**src/rtl/fpAddPkg.sv**
```systemverilog
// Float adder shared definitions
package fpAddPkg;

    localparam int FLOAT_WIDTH = 32;
    localparam int EXP_WIDTH = 8;
    localparam int MANT_WIDTH = 23;
    localparam int SIG_WIDTH = 32;                          // hidden bit, mantissa, guard bits.
    localparam int GUARD_WIDTH = SIG_WIDTH - MANT_WIDTH - 1;
    localparam int LZC_WIDTH = $clog2(SIG_WIDTH + 1);
    localparam int BUFFER_DEPTH = 4;
    localparam int OUT_CREDIT_MAX = 4;
    localparam int PTR_WIDTH = $clog2(BUFFER_DEPTH);
    localparam int COUNT_WIDTH = $clog2(BUFFER_DEPTH + 1);
    localparam int CREDIT_WIDTH = $clog2(OUT_CREDIT_MAX + 1);

    localparam logic [EXP_WIDTH-1:0] EXP_MAX = '1;
    localparam logic [FLOAT_WIDTH-1:0] CANON_NAN = 32'h7FFF_FFFF;

    typedef enum logic {opAdd, opSub} opCodeT;

    typedef enum logic [2:0] {classZero, classSub, classNorm, classInf, classNan} fpClassT;

    function automatic logic fpSign(input logic [FLOAT_WIDTH-1:0] word);
        return word[FLOAT_WIDTH-1];
    endfunction

    function automatic logic [EXP_WIDTH-1:0] fpExp(input logic [FLOAT_WIDTH-1:0] word);
        return word[FLOAT_WIDTH-2 -: EXP_WIDTH];
    endfunction

    function automatic logic [MANT_WIDTH-1:0] fpMant(input logic [FLOAT_WIDTH-1:0] word);
        return word[MANT_WIDTH-1:0];
    endfunction

endpackage

```
**src/rtl/fpUnpack.sv**
```systemverilog
// Unpack and classify stage
module fpUnpack
(
    input  logic                              clk,
    input  logic                              arstN,
    input  logic                              inValid,
    input  logic [fpAddPkg::FLOAT_WIDTH-1:0]  opA,
    input  logic [fpAddPkg::FLOAT_WIDTH-1:0]  opB,
    input  fpAddPkg::opCodeT                  opCode,
    output logic                              unpValid,
    output logic [fpAddPkg::FLOAT_WIDTH-1:0]  unpA,
    output logic [fpAddPkg::FLOAT_WIDTH-1:0]  unpB,
    output fpAddPkg::fpClassT                 unpClassA,
    output fpAddPkg::fpClassT                 unpClassB,
    output logic [fpAddPkg::EXP_WIDTH-1:0]    bigExp,
    output logic [fpAddPkg::SIG_WIDTH-1:0]    bigSig,
    output logic [fpAddPkg::SIG_WIDTH-1:0]    smallSig,
    output logic [fpAddPkg::EXP_WIDTH-1:0]    expDiff,
    output logic                              bigSign,
    output logic                              smallSign,
    output logic                              bypassAlu,
    output logic                              bigIsA
);
    import fpAddPkg::*;

    logic [FLOAT_WIDTH-1:0] effB;
    logic [EXP_WIDTH-1:0]   expA;
    logic [EXP_WIDTH-1:0]   expB;
    logic [SIG_WIDTH-1:0]   sigA;
    logic [SIG_WIDTH-1:0]   sigB;
    logic [EXP_WIDTH-1:0]   diff;
    logic                   aBigger;

    function automatic fpClassT classify(input logic [FLOAT_WIDTH-1:0] word);
        if (fpExp(word) == '0)
            return (fpMant(word) == '0) ? classZero : classSub;
        if (fpExp(word) == EXP_MAX)
            return (fpMant(word) == '0) ? classInf : classNan;
        return classNorm;
    endfunction

    always_comb
    begin
        effB = {(opCode == opAdd) ? fpSign(opB) : ~fpSign(opB), opB[FLOAT_WIDTH-2:0]}; // b - x is b + (-x).
        expA = (fpExp(opA) == '0) ? EXP_WIDTH'(1) : fpExp(opA);           // subnormals scale as exponent 1.
        expB = (fpExp(effB) == '0) ? EXP_WIDTH'(1) : fpExp(effB);
        sigA = {fpExp(opA) != '0, fpMant(opA), {GUARD_WIDTH{1'b0}}};
        sigB = {fpExp(effB) != '0, fpMant(effB), {GUARD_WIDTH{1'b0}}};
        aBigger = opA[FLOAT_WIDTH-2:0] >= effB[FLOAT_WIDTH-2:0];       // raw field order is magnitude order.
        diff = aBigger ? expA - expB : expB - expA;
    end

    always_ff @(posedge clk or negedge arstN)
    begin
        if (!arstN)
            unpValid <= 1'b0;
        else
            unpValid <= inValid;
    end

    always_ff @(posedge clk)
    begin
        if (inValid)
        begin
            unpA      <= opA;
            unpB      <= effB;
            unpClassA <= classify(opA);
            unpClassB <= classify(effB);
            bigExp    <= aBigger ? expA : expB;
            bigSig    <= aBigger ? sigA : sigB;
            smallSig  <= aBigger ? sigB : sigA;
            expDiff   <= diff;
            bigSign   <= aBigger ? fpSign(opA) : fpSign(effB);
            smallSign <= aBigger ? fpSign(effB) : fpSign(opA);
            bypassAlu <= diff > EXP_WIDTH'(SIG_WIDTH);      // small operand sits below every guard bit.
            bigIsA    <= aBigger;
        end
    end

endmodule

```
**src/rtl/fpAlignAdd.sv**
```systemverilog
// Align and add stage
module fpAlignAdd
(
    input  logic                              clk,
    input  logic                              arstN,
    input  logic                              unpValid,
    input  logic [fpAddPkg::FLOAT_WIDTH-1:0]  unpA,
    input  logic [fpAddPkg::FLOAT_WIDTH-1:0]  unpB,
    input  fpAddPkg::fpClassT                 unpClassA,
    input  fpAddPkg::fpClassT                 unpClassB,
    input  logic [fpAddPkg::EXP_WIDTH-1:0]    bigExp,
    input  logic [fpAddPkg::SIG_WIDTH-1:0]    bigSig,
    input  logic [fpAddPkg::SIG_WIDTH-1:0]    smallSig,
    input  logic [fpAddPkg::EXP_WIDTH-1:0]    expDiff,
    input  logic                              bigSign,
    input  logic                              smallSign,
    input  logic                              bypassAlu,
    input  logic                              bigIsA,
    output logic                              algValid,
    output logic [fpAddPkg::SIG_WIDTH-1:0]    alignedResult,
    output logic                              carryOut,
    output logic                              sticky,
    output logic [fpAddPkg::EXP_WIDTH-1:0]    exponentOut,
    output logic                              alignedSign,
    output logic [fpAddPkg::FLOAT_WIDTH-1:0]  algA,
    output logic [fpAddPkg::FLOAT_WIDTH-1:0]  algB,
    output fpAddPkg::fpClassT                 algClassA,
    output fpAddPkg::fpClassT                 algClassB,
    output logic                              algBypassAlu,
    output logic                              algBigIsA
);
    import fpAddPkg::*;

    logic [SIG_WIDTH-1:0] shiftedSig;
    logic [SIG_WIDTH-1:0] sumSig;
    logic                 sumCarry;
    logic                 lostBits;
    logic                 sumSign;

    always_comb
    begin
        shiftedSig = smallSig >> expDiff;
        lostBits = |(smallSig & ~({SIG_WIDTH{1'b1}} << expDiff));
        if (bigSign == smallSign)
        begin
            {sumCarry, sumSig} = {1'b0, bigSig} + {1'b0, shiftedSig};
            sumSign = bigSign;
        end
        else
        begin
            // borrow one unit so the sticky fraction stays a positive remainder.
            sumSig = bigSig - shiftedSig - SIG_WIDTH'(lostBits);
            sumCarry = 1'b0;
            sumSign = (sumSig == '0 && !lostBits) ? 1'b0 : bigSign;   // exact cancellation is +0.
        end
    end

    always_ff @(posedge clk or negedge arstN)
    begin
        if (!arstN)
            algValid <= 1'b0;
        else
            algValid <= unpValid;
    end

    always_ff @(posedge clk)
    begin
        if (unpValid)
        begin
            alignedResult <= sumSig;
            carryOut      <= sumCarry;
            sticky        <= lostBits;
            exponentOut   <= bigExp;
            alignedSign   <= sumSign;
            algA          <= unpA;
            algB          <= unpB;
            algClassA     <= unpClassA;
            algClassB     <= unpClassB;
            algBypassAlu  <= bypassAlu;
            algBigIsA     <= bigIsA;
        end
    end

    // the larger significand must cover the aligned smaller one, or the difference wraps.
    assert property (@(posedge clk) disable iff (!arstN)
        (unpValid && bigSign != smallSign)
            |-> ({1'b0, bigSig} >= {1'b0, shiftedSig} + (SIG_WIDTH + 1)'(lostBits)))
        else $error("operand magnitude order lost between stages");

endmodule

```
**src/rtl/fpNormalize.sv**
```systemverilog
// Normalize and round stage
module fpNormalize
(
    input  logic                              clk,
    input  logic                              arstN,
    input  logic                              algValid,
    input  logic [fpAddPkg::SIG_WIDTH-1:0]    alignedResult,
    input  logic                              carryOut,
    input  logic                              sticky,
    input  logic [fpAddPkg::EXP_WIDTH-1:0]    exponentOut,
    input  logic                              alignedSign,
    input  logic [fpAddPkg::FLOAT_WIDTH-1:0]  algA,
    input  logic [fpAddPkg::FLOAT_WIDTH-1:0]  algB,
    input  fpAddPkg::fpClassT                 algClassA,
    input  fpAddPkg::fpClassT                 algClassB,
    input  logic                              algBypassAlu,
    input  logic                              algBigIsA,
    output logic                              normValid,
    output logic [fpAddPkg::FLOAT_WIDTH-1:0]  normResult
);
    import fpAddPkg::*;

    logic [LZC_WIDTH-1:0]             leadZeros;
    logic [EXP_WIDTH-1:0]             shiftAmount;
    logic [EXP_WIDTH-1:0]             normExp;
    logic [SIG_WIDTH-1:0]             shiftedSig;
    logic [MANT_WIDTH-1:0]            keptMant;
    logic                             guard;
    logic                             roundBit;
    logic                             stickyAll;
    logic                             roundUp;
    logic [EXP_WIDTH+MANT_WIDTH:0]    roundedWord;
    logic [FLOAT_WIDTH-1:0]           arithResult;
    logic [FLOAT_WIDTH-1:0]           nextResult;

    function automatic logic [LZC_WIDTH-1:0] countLeadingZeros(input logic [SIG_WIDTH-1:0] value);
        logic [LZC_WIDTH-1:0] count;
        logic                 found;
        count = LZC_WIDTH'(SIG_WIDTH);
        found = 1'b0;
        for (int i = SIG_WIDTH - 1; i >= 0; i--)
        begin
            if (value[i] && !found)
            begin
                count = LZC_WIDTH'(SIG_WIDTH - 1 - i);
                found = 1'b1;
            end
        end
        return count;
    endfunction

    always_comb
    begin
        leadZeros = countLeadingZeros(alignedResult);
        shiftAmount = '0;
        shiftedSig = alignedResult;
        normExp = exponentOut + EXP_WIDTH'(1);
        if (carryOut)
        begin
            keptMant = alignedResult[SIG_WIDTH-1 -: MANT_WIDTH];     // the carry is the hidden bit.
            guard = alignedResult[GUARD_WIDTH];
            roundBit = alignedResult[GUARD_WIDTH-1];
            stickyAll = sticky | (|alignedResult[GUARD_WIDTH-2:0]);
        end
        else
        begin
            if (EXP_WIDTH'(leadZeros) < exponentOut)
            begin
                shiftAmount = EXP_WIDTH'(leadZeros);
                normExp = exponentOut - shiftAmount;
            end
            else
            begin
                shiftAmount = exponentOut - EXP_WIDTH'(1);           // stop at the subnormal scale.
                normExp = '0;
            end
            shiftedSig = alignedResult << shiftAmount;
            keptMant = shiftedSig[SIG_WIDTH-2 -: MANT_WIDTH];
            guard = shiftedSig[GUARD_WIDTH-1];
            roundBit = shiftedSig[GUARD_WIDTH-2];
            stickyAll = sticky | (|shiftedSig[GUARD_WIDTH-3:0]);
        end
        roundUp = guard & (roundBit | stickyAll | keptMant[0]);
        // a mantissa carry ripples straight into the exponent field.
        roundedWord = {1'b0, normExp, keptMant} + (EXP_WIDTH + MANT_WIDTH + 1)'(roundUp);
        if (roundedWord[EXP_WIDTH+MANT_WIDTH -: EXP_WIDTH+1] >= {1'b0, EXP_MAX})
            arithResult = {alignedSign, EXP_MAX, {MANT_WIDTH{1'b0}}};
        else
            arithResult = {alignedSign, roundedWord[EXP_WIDTH+MANT_WIDTH-1:0]};
    end

    always_comb
    begin
        if (algClassA == classNan)
            nextResult = algA;
        else if (algClassB == classNan)
            nextResult = algB;
        else if (algClassA == classInf)
            nextResult = (algClassB == classInf && fpSign(algA) != fpSign(algB)) ? CANON_NAN : algA;
        else if (algClassB == classInf)
            nextResult = algB;
        else if (algClassB == classZero)
            nextResult = algA;                                    // also zero plus zero.
        else if (algClassA == classZero)
            nextResult = algB;
        else if (algClassA == classSub && algClassB == classSub)
            nextResult = {alignedSign, {(EXP_WIDTH - 1){1'b0}}, alignedResult[SIG_WIDTH-1],
                          alignedResult[SIG_WIDTH-2 -: MANT_WIDTH]};
        else if (algBypassAlu)
            nextResult = algBigIsA ? algA : algB;
        else if (!carryOut && alignedResult == '0)
            nextResult = '0;                                      // exact cancellation is +0.
        else
            nextResult = arithResult;
    end

    always_ff @(posedge clk or negedge arstN)
    begin
        if (!arstN)
            normValid <= 1'b0;
        else
            normValid <= algValid;
    end

    always_ff @(posedge clk)
    begin
        if (algValid)
            normResult <= nextResult;
    end

endmodule

```
**src/rtl/resultBuffer.sv**
```systemverilog
// Result FIFO with credits
module resultBuffer
(
    input  logic                              clk,
    input  logic                              arstN,
    input  logic                              normValid,
    input  logic [fpAddPkg::FLOAT_WIDTH-1:0]  normResult,
    input  logic                              outCreditGrant,
    output logic                              resultValid,
    output logic [fpAddPkg::FLOAT_WIDTH-1:0]  result,
    output logic                              inCredit
);
    import fpAddPkg::*;

    logic [FLOAT_WIDTH-1:0]  entries [BUFFER_DEPTH];
    logic [PTR_WIDTH-1:0]    wrPtr;
    logic [PTR_WIDTH-1:0]    rdPtr;
    logic [COUNT_WIDTH-1:0]  fillCount;
    logic [CREDIT_WIDTH-1:0] outCredits;
    logic                    sendNow;

    assign sendNow = (outCredits != '0) && (fillCount != '0);   // needs both a credit and an entry.
    assign resultValid = sendNow;
    assign result = entries[rdPtr];

    always_ff @(posedge clk)
    begin
        if (normValid)
            entries[wrPtr] <= normResult;
    end

    always_ff @(posedge clk or negedge arstN)
    begin
        if (!arstN)
        begin
            wrPtr      <= '0;
            rdPtr      <= '0;
            fillCount  <= '0;
            outCredits <= '0;
            inCredit   <= 1'b0;
        end
        else
        begin
            if (normValid)
                wrPtr <= wrPtr + PTR_WIDTH'(1);
            if (sendNow)
                rdPtr <= rdPtr + PTR_WIDTH'(1);
            fillCount  <= fillCount + COUNT_WIDTH'(normValid) - COUNT_WIDTH'(sendNow);
            outCredits <= outCredits + CREDIT_WIDTH'(outCreditGrant) - CREDIT_WIDTH'(sendNow);
            inCredit   <= sendNow;                            // the freed slot goes back to the source.
        end
    end

    // the source only sends against slots it owns, so the pipeline never overfills the FIFO.
    assert property (@(posedge clk) disable iff (!arstN)
        normValid |-> (fillCount != COUNT_WIDTH'(BUFFER_DEPTH)))
        else $error("result FIFO written while full");

    assert property (@(posedge clk) disable iff (!arstN)
        outCredits <= CREDIT_WIDTH'(OUT_CREDIT_MAX))
        else $error("consumer granted more output credits than allowed");

endmodule

```
**src/rtl/fpAddTop.sv**
```systemverilog
// Pipelined float adder top
module fpAddTop
(
    input  logic                              clk,
    input  logic                              arstN,
    input  logic                              inValid,
    input  logic [fpAddPkg::FLOAT_WIDTH-1:0]  opA,
    input  logic [fpAddPkg::FLOAT_WIDTH-1:0]  opB,
    input  fpAddPkg::opCodeT                  opCode,
    input  logic                              outCreditGrant,
    output logic                              inCredit,
    output logic                              resultValid,
    output logic [fpAddPkg::FLOAT_WIDTH-1:0]  result
);
    import fpAddPkg::*;

    // stage 1 to stage 2.
    logic                   unpValid;
    logic [FLOAT_WIDTH-1:0] unpA;
    logic [FLOAT_WIDTH-1:0] unpB;
    fpClassT                unpClassA;
    fpClassT                unpClassB;
    logic [EXP_WIDTH-1:0]   bigExp;
    logic [SIG_WIDTH-1:0]   bigSig;
    logic [SIG_WIDTH-1:0]   smallSig;
    logic [EXP_WIDTH-1:0]   expDiff;
    logic                   bigSign;
    logic                   smallSign;
    logic                   bypassAlu;
    logic                   bigIsA;

    // stage 2 to stage 3.
    logic                   algValid;
    logic [SIG_WIDTH-1:0]   alignedResult;
    logic                   carryOut;
    logic                   sticky;
    logic [EXP_WIDTH-1:0]   exponentOut;
    logic                   alignedSign;
    logic [FLOAT_WIDTH-1:0] algA;
    logic [FLOAT_WIDTH-1:0] algB;
    fpClassT                algClassA;
    fpClassT                algClassB;
    logic                   algBypassAlu;
    logic                   algBigIsA;

    // stage 3 to the FIFO.
    logic                   normValid;
    logic [FLOAT_WIDTH-1:0] normResult;

    fpUnpack fpUnpack_inst (.*);

    fpAlignAdd fpAlignAdd_inst (.*);

    fpNormalize fpNormalize_inst (.*);

    resultBuffer resultBuffer_inst (.*);

endmodule

```
**config.mk**
```make
export PLATFORM = sky130hd
export DESIGN_NAME = fpAddTop
export DESIGN_NICKNAME = d
export VERILOG_FILES = /design/src/rtl/fpAddPkg.sv /design/src/rtl/fpUnpack.sv /design/src/rtl/fpAlignAdd.sv /design/src/rtl/fpNormalize.sv /design/src/rtl/resultBuffer.sv /design/src/rtl/fpAddTop.sv
export SDC_FILE = /design/constraint.sdc
export NUM_CORES = 1
export LEC_CHECK = 0
export ABC_CLOCK_PERIOD_IN_PS = 14600
export BUFFER_PORTS_ARGS = -buffer_cell sky130_fd_sc_hd__buf_2
export CORE_MARGIN = 3
export CORE_UTILIZATION = 40
export CTS_CLUSTER_SIZE = 16
export DETAILED_ROUTE_END_ITERATION = 8
export PLACE_DENSITY = 0.62
export SYNTH_ARGS = -nofsm -noshare
export SYNTH_HDL_FRONTEND = slang
export SYNTH_SLANG_ARGS = --single-unit
```
**constraint.sdc**
```tcl
create_clock -name clk -period 14.6 [get_ports clk]
set_input_delay 2.19 -clock clk [delete_from_list [all_inputs] [get_ports clk]]
set_output_delay 2.19 -clock clk [all_outputs]
set_load 0.01 [all_outputs]
```
==> summary.txt, run 1 <==
Layout cells sized above 1 - 14.5%
H-tree depth - 2
Setup repair bufs after CTS - 0
WL final - 100000 um
Leakage - 11.6 nW
Diode count - 0
Clock Tree Root - clkbuf_16
DRC viols - 0
PD cells - 163 nW/um^2
RSZ-0062 raised after global routing - no
CTS tree - done
Hold WS - 0.415 ns
Slew HR - 17.9%
WL/cell - 26.6 um
Initial Utilization - 40.5%
Post-synthesis net count - 2971
Fill count - 6639
Layout area overhead - 10.6%
Nets - 3007
Setup violators final - 0
Worst hold path type - flip-flop to flip-flop
Final hold vios - 0
Synth warn - 0
Synthesized instance count - 2755
Hold buffers post-CTS - 0
Post-synthesis average cell area - 10.3 um^2
Post-synth EDFFs - 413
Seq/Total Area, Yosys - 44.9%
Placed cell area - 29800 um^2
Port Buf Inserts - 102
Dominant combinational cell family by area after synthesis - compound AO/OA/AOI/OAI gates
Vias in the first global route - 22039
Max Cap Violations - 0
Simple-gate area share of the yosys netlist - 13.9%
Synth Area in Adders - 6.64%
Worst Path Required - 15.00 ns
Hpwl dp - 76100 um
Initial DRC Count - 2395
Max Fclk - 102 MHz
GRT overflow - 0
Mux contribution to synthesized area - 8.02%
Placer Congestion - 0.967
Pin count of the biggest net entering global routing - 96
Final slew viol count - 0
CP Class - flip-flop to flip-flop
Status - finished clean
Final non-filler cell area - 31400 um^2
CTS buffer count - 48
Vias - 22995
Mapped Area - 28400 um^2
Final antenna-violating net count - 0
Crit start category - flip-flop
GRT Total Usage - 26.5%
Initial antenna violation count - 3
Final setup TNS - 0 ns
First-pass GRT wire length - 147000 um
Placement Rows - 97
Clock sink total - 427
Arrival time worst endpoint - 10.18 ns
Die area - 74200 um^2
Period minus WS final - 9.78 ns
Worst VDD drop - 0.000115 V
Commonest cells after routing, fill and taps aside - 413 x edfxtp_1, 228 x nand2_1, 218 x nor2_1, 185 x o21ai_0, 183 x a21oi_1
Worst setup EP type - flip-flop
CP Max Fanout - 26
Most common cell after layout, fill and taps aside - edfxtp_1
Tcrit/Tclk final - 67.0%
Worst skew pair latency - 0.61 ns
# resized after CTS - 0
Slew of the pin with the lowest slew margin - 1.23 ns
Worst-path clk slew - 0.06 ns
Die height - 272 um
Clock skew - 0.0255 ns
Vias per cell - 6.10
Clock Path Buffers - 3
Yosys reg bits - 427
Die Width - 272 um
Post-synthesis xor/xnor area fraction - 3.05%
Ys flop type - edfxtp_1
Synth Area in Compound Gates - 18.8%
Top Ports - 103
Ys async rst share - 3.28%
Core Region - 70100 um^2
Post-synth cell types - 112
First-pass detailed-route iteration total - 6
registers in the layout, indices dropped and copies added, names as in the netlist, 24 cells and up:
| name | cells |
|---|---|
| fpNormalize_inst.normResult | 32 |
| fpAlignAdd_inst.algA | 32 |
| fpUnpack_inst.unpB | 32 |
| fpUnpack_inst.unpA | 32 |
| fpUnpack_inst.smallSig | 24 |
| fpAlignAdd_inst.alignedResult | 32 |
| resultBuffer_inst.entries | 128 |
| fpAlignAdd_inst.algB | 32 |
| fpUnpack_inst.bigSig | 24 |
Yosys cell counts (all sizes together) (13+ instances only):
| library cell | n | area, um^2 |
|---|---|---|
| o21ai | 195 | 976 |
| buf | 49 | 270 |
| and2 | 28 | 175 |
| nand3 | 63 | 333 |
| xor2 | 33 | 289 |
| mux4 | 48 | 1080 |
| a221oi | 18 | 181 |
| xnor2 | 66 | 578 |
| nor4 | 28 | 245 |
| a31oi | 19 | 119 |
| o211ai | 13 | 97.6 |
| clkbuf | 106 | 398 |
| or2 | 15 | 93.8 |
| dfrtp | 14 | 350 |
| mux2 | 74 | 833 |
| nor2 | 221 | 832 |
| a211o | 18 | 158 |
| a21o | 28 | 210 |
| edfxtp | 413 | 12400 |
| inv | 172 | 646 |
| a221o | 16 | 160 |
| nand4 | 41 | 269 |
| o22ai | 59 | 375 |
| ha | 141 | 1760 |
| o31ai | 38 | 310 |
| and3 | 15 | 93.8 |
| o21a | 22 | 165 |
| a21oi | 186 | 942 |
| nor2b | 22 | 138 |
| a211oi | 43 | 333 |
| mux2i | 36 | 364 |
| nor3 | 74 | 385 |
| nand2 | 228 | 856 |
through the flow:
stage	instances	utilization, %	setup slack (ns)	power [W]
final	3769	44.8	4.82	0.00513
after CTS	3769	44.8	5.02	0.00513
after global placement	3681	42.4	5.29	0.00387
after global routing	3769	44.8	4.19	0.00538
after floorplan	2755	-	7.69	0.00312
after detailed placement	3681	42.4	5.07	0.00388
layer usage:
metal / vias to the layer above / share of wire, % / track usage [%] / wire [um]
met5: - / 0.0080 / 0 / 8
met4: 2 / 5.1 / 11.9 / 5120
met3: 209 / 6.7 / 3.20 / 6730
met2: 1058 / 45 / 41.4 / 45000
met1: 11184 / 43 / 36.8 / 43400
li1: 10542 / - / - / -
critical path, cell delays in order (launching register included):
cell      delay (ns)
edfxtp_1        0.67
nor4_4          0.50
nand4_2         0.28
nor2_2          0.28
a41oi_1         0.34
ha_1            0.46
o21a_1          0.20
o31a_1          0.13
o21ai_1         0.80
nand3_1         0.84
nand3_4         0.62
mux2i_2         0.44
a222oi_1        0.22
a21oi_1         0.21
o22ai_1         0.19
inv_1           0.10
ha_1            0.20
nand2_1         0.07
a211o_1         0.24
a22o_1          0.25
nor3_1          0.18
nand4b_1        0.20
nor3b_1         0.22
a32oi_1         0.26
a21oi_2         0.13
o22ai_2         0.93
a221oi_1        0.20
o311ai_1        0.36
area by class of cell:
class                           instances  area (um^2)  share of cell area (%)
Tap cell                              940         1180                    3.75
Clock buffer                           56         1230                    3.92
Clock inverter                         32          405                    1.29
Inverter                              175          657                    2.09
Sequential cell                       427        12800                    40.6
Multi-Input combinational cell       1998        14400                    45.7
Timing Repair Buffer                  141          810                    2.58
report_power, final:
group	internal, W	leakage [nW]	switching [W]	total, W
clock	0.000735	0.782	0.000510	0.00125
sequential	0.00161	4.12	0.000283	0.00190
combinational	0.000738	6.67	0.00125	0.00199
logic make-up (layout without fill, tap and decap cells):
group	count (synthesis)	in the layout
flip-flops	427	427
multiplexers	158	158
adder cells (fa/ha/maj)	147	147
AO/OA/AOI/OAI	794	794
AND/OR/NAND/NOR	800	800
buffers and inverters	330	404
XOR/XNOR	99	99
final timing paths:
path	start	end	slack, ns	cells past startpoint
max reg2reg	fpAlignAdd_inst.alignedResult[22]	fpNormalize_inst.normResult[15]	4.82	27
min reg2reg	fpUnpack_inst.unpB[2]	fpAlignAdd_inst.algB[2]	0.42	0
max in group asynchronous	arstN	fpUnpack_inst.unpValid	12.76	1
min in group asynchronous	arstN	fpAlignAdd_inst.algValid	1.52	1
max	fpAlignAdd_inst.alignedResult[22]	fpNormalize_inst.normResult[15]	4.82	27
min	fpUnpack_inst.unpB[2]	fpAlignAdd_inst.algB[2]	0.42	0
Power figures use the tool's default switching activity.
==> run 2, diff against run 1 <==
--- a/config.mk
+++ b/config.mk
@@ -5,7 +5,7 @@
 export SDC_FILE = /design/constraint.sdc
 export NUM_CORES = 1
 export LEC_CHECK = 0
-export ABC_CLOCK_PERIOD_IN_PS = 14600
+export ABC_CLOCK_PERIOD_IN_PS = 10050
 export BUFFER_PORTS_ARGS = -buffer_cell sky130_fd_sc_hd__buf_2
 export CORE_MARGIN = 3
 export CORE_UTILIZATION = 40
==> constraint.sdc (replaced) <==
create_clock -name clk -period 10.05 [get_ports clk]
set_input_delay 1.5075 -clock clk [delete_from_list [all_inputs] [get_ports clk]]
set_output_delay 1.5075 -clock clk [all_outputs]
set_load 0.01 [all_outputs]
==> run 2 against run 1 <==
Non-clock buffer count grew 6. Critical path depth increased by 1. Utilization down 0.22 points. Global-route usage about the same. Register-to-register slack got worse by 4.2 ns. Clock-buffer cell count increased by 1. Sequential power rose by 45%. Via count rose by 0.30%. Sequential share of layout area up 0.20 points. Combinational power grew 46%. Clock skew increased by 0.00092 ns.
==> summary.txt, run 2 (same netlist as run 1, synthesis figures left out) <==
First-pass detailed-route iteration total - 6 (unchanged)
Slowest CP cell - nand3_1
Tot Pwr - 0.00729 W (+42%)
Fill count - 6629 (-0.15%)
CP Class - flip-flop to flip-flop
Worst skew pair latency - 0.61 ns (about the same)
Register Area - 12800 um^2 (unchanged)
DRC viols - 0 (unchanged)
Layout area overhead - 10.0%
WL final - 100000 um (about the same)
Initial DRC Count - 2640 (+10%)
Leakage - 11.5 nW (-0.59%)
Clock skew - 0.0264 ns (+0.000924 ns)
# resized after CTS - 0 (unchanged)
Max Cap Violations - 0 (unchanged)
Commonest cells after routing, fill and taps aside - 413 x edfxtp_1, 228 x nand2_1, 218 x nor2_1, 185 x o21ai_0, 183 x a21oi_1
H-tree depth - 2 (unchanged)
Pin count of the biggest net entering global routing - 96 (unchanged)
Most used cell, CP - ha_1
Max reg flops - 128 (unchanged)
Largest stage delay, worst path - 0.81 ns (-0.12 ns)
Worst hold path type - flip-flop to flip-flop
Crit start category - flip-flop
Slew of the pin with the lowest slew margin - 1.14 ns (-0.0903 ns)
Period minus WS final - 9.42 ns (-0.363 ns)
Setup violators final - 0 (unchanged)
CP Max Fanout - 26 (unchanged)
Max Fclk - 106 MHz (+3.9%)
Slew HR - 23.1% (+5.2 points)
CTS tree - done
Hpwl dp - 76400 um (+0.34%)
Placement Rows - 97 (unchanged)
Die Width - 272 um (unchanged)
Core Region - 70100 um^2 (unchanged)
GRT Total Usage - 26.5% (+0.029 points)
Worst-path clk slew - 0.06 ns (about the same)
Top reg by flops - resultBuffer_inst.entries
Hold buffers post-CTS - 0 (unchanged)
Final setup TNS - 0 ns (unchanged)
Tcrit/Tclk final - 93.7% (+27 points)
Final hold vios - 0 (unchanged)
Most common cell after layout, fill and taps aside - edfxtp_1
Setup repair bufs after CTS - 0 (unchanged)
Nets - 3012 (+0.17%)
Top Ports - 103 (unchanged)
RSZ-0062 raised after global routing - no
First-pass GRT wire length - 148000 um (+0.21%)
Die area - 74200 um^2 (unchanged)
Worst VDD drop - 0.000134 V (+16%)
CTS buffer count - 47 (-2.1%)
GRT overflow - 0 (unchanged)
Diode count - 0 (unchanged)
Arrival time worst endpoint - 9.72 ns (-0.46 ns)
Multi-input gate area - 14400 um^2 (about the same)
WL/cell - 26.6 um (about the same)
Vias per cell - 6.12 (+0.36%)
Port Buf Inserts - 102 (unchanged)
Status - finished clean
Layout cells sized above 1 - 14.4% (-0.060 points)
Clock Tree Root - clkbuf_16
Worst Path Required - 10.36 ns (-4.64 ns)
Initial Utilization - 40.5% (unchanged)
Placer Congestion - 0.958 (-0.98%)
PD cells - 233 nW/um^2 (+43%)
Final antenna-violating net count - 0 (unchanged)
Clock sink total - 427 (unchanged)
Die height - 272 um (unchanged)
Worst setup EP type - flip-flop
Initial antenna violation count - 2 (-1)
Vias in the first global route - 22112 (+0.33%)
Vias - 23065 (+0.30%)
Final slew viol count - 0 (unchanged)
Clock Path Buffers - 3 (unchanged)
run 2: worst paths after layout:
kind,from,endpoint,slack [ns],cells after the start
worst min register to register,fpUnpack_inst.unpB[2],fpAlignAdd_inst.algB[2],0.40,0
worst max-delay path,fpAlignAdd_inst.alignedResult[22],fpNormalize_inst.normResult[15],0.63,28
max in group asynchronous,arstN,fpUnpack_inst.unpValid,8.91,1
min in group asynchronous,arstN,fpAlignAdd_inst.algValid,0.83,1
worst min-delay path,fpUnpack_inst.unpB[2],fpAlignAdd_inst.algB[2],0.40,0
worst max register to register,fpAlignAdd_inst.alignedResult[22],fpNormalize_inst.normResult[15],0.63,28
run 2: per-stage QoR:
step / utilization, % / instance area [um^2] / hold slack, ns / instances / setup WS, ns
global route: 44.5 / 31200 / 0.421 / 3767 / 0.107
global placement: 42.5 / 29800 / 0.402 / 3687 / 1.12
floorplan: - / 28400 / 0.400 / 2755 / 3.14
detailed placement: 42.5 / 29800 / 0.405 / 3687 / 0.887
finish: 44.5 / 31200 / 0.402 / 3767 / 0.635
CTS: 44.5 / 31200 / 0.407 / 3767 / 0.852
run 2: layer usage:
layer	up-vias	track usage, %	wire length, um
met3	211	3.41	6360
met5	-	0	12
met4	2	11.5	4880
li1	10570	-	-
met1	11254	36.8	43500
met2	1028	41.6	45400
run 2: critical path, delay by kind of cell (launching register included):
kind | cells | cell delay [ns]
fa+ha+maj | 2 | 0.67
flops | 1 | 0.70
buf+inv | 2 | 0.36
mux | 1 | 0.41
compound gates | 14 | 3.66
simple gates | 9 | 3.27
run 2: power by group:
part	switching [W]	leakage (nW)	internal, W
sequential	0.000415	4.12	0.00234
clock	0.000730	0.688	0.000898
combinational	0.00182	6.70	0.00108
total	0.00296	11.5	0.00433
run 2: cell type report:
type | instances | area share, %
flip-flops and latches | 427 | 40.8
inverters | 175 | 2.10
clock buffers | 57 | 3.88
multi-input cells | 1998 | 46.0
repair buffers | 147 | 2.73
clock inverters | 23 | 0.705
well taps | 940 | 3.76
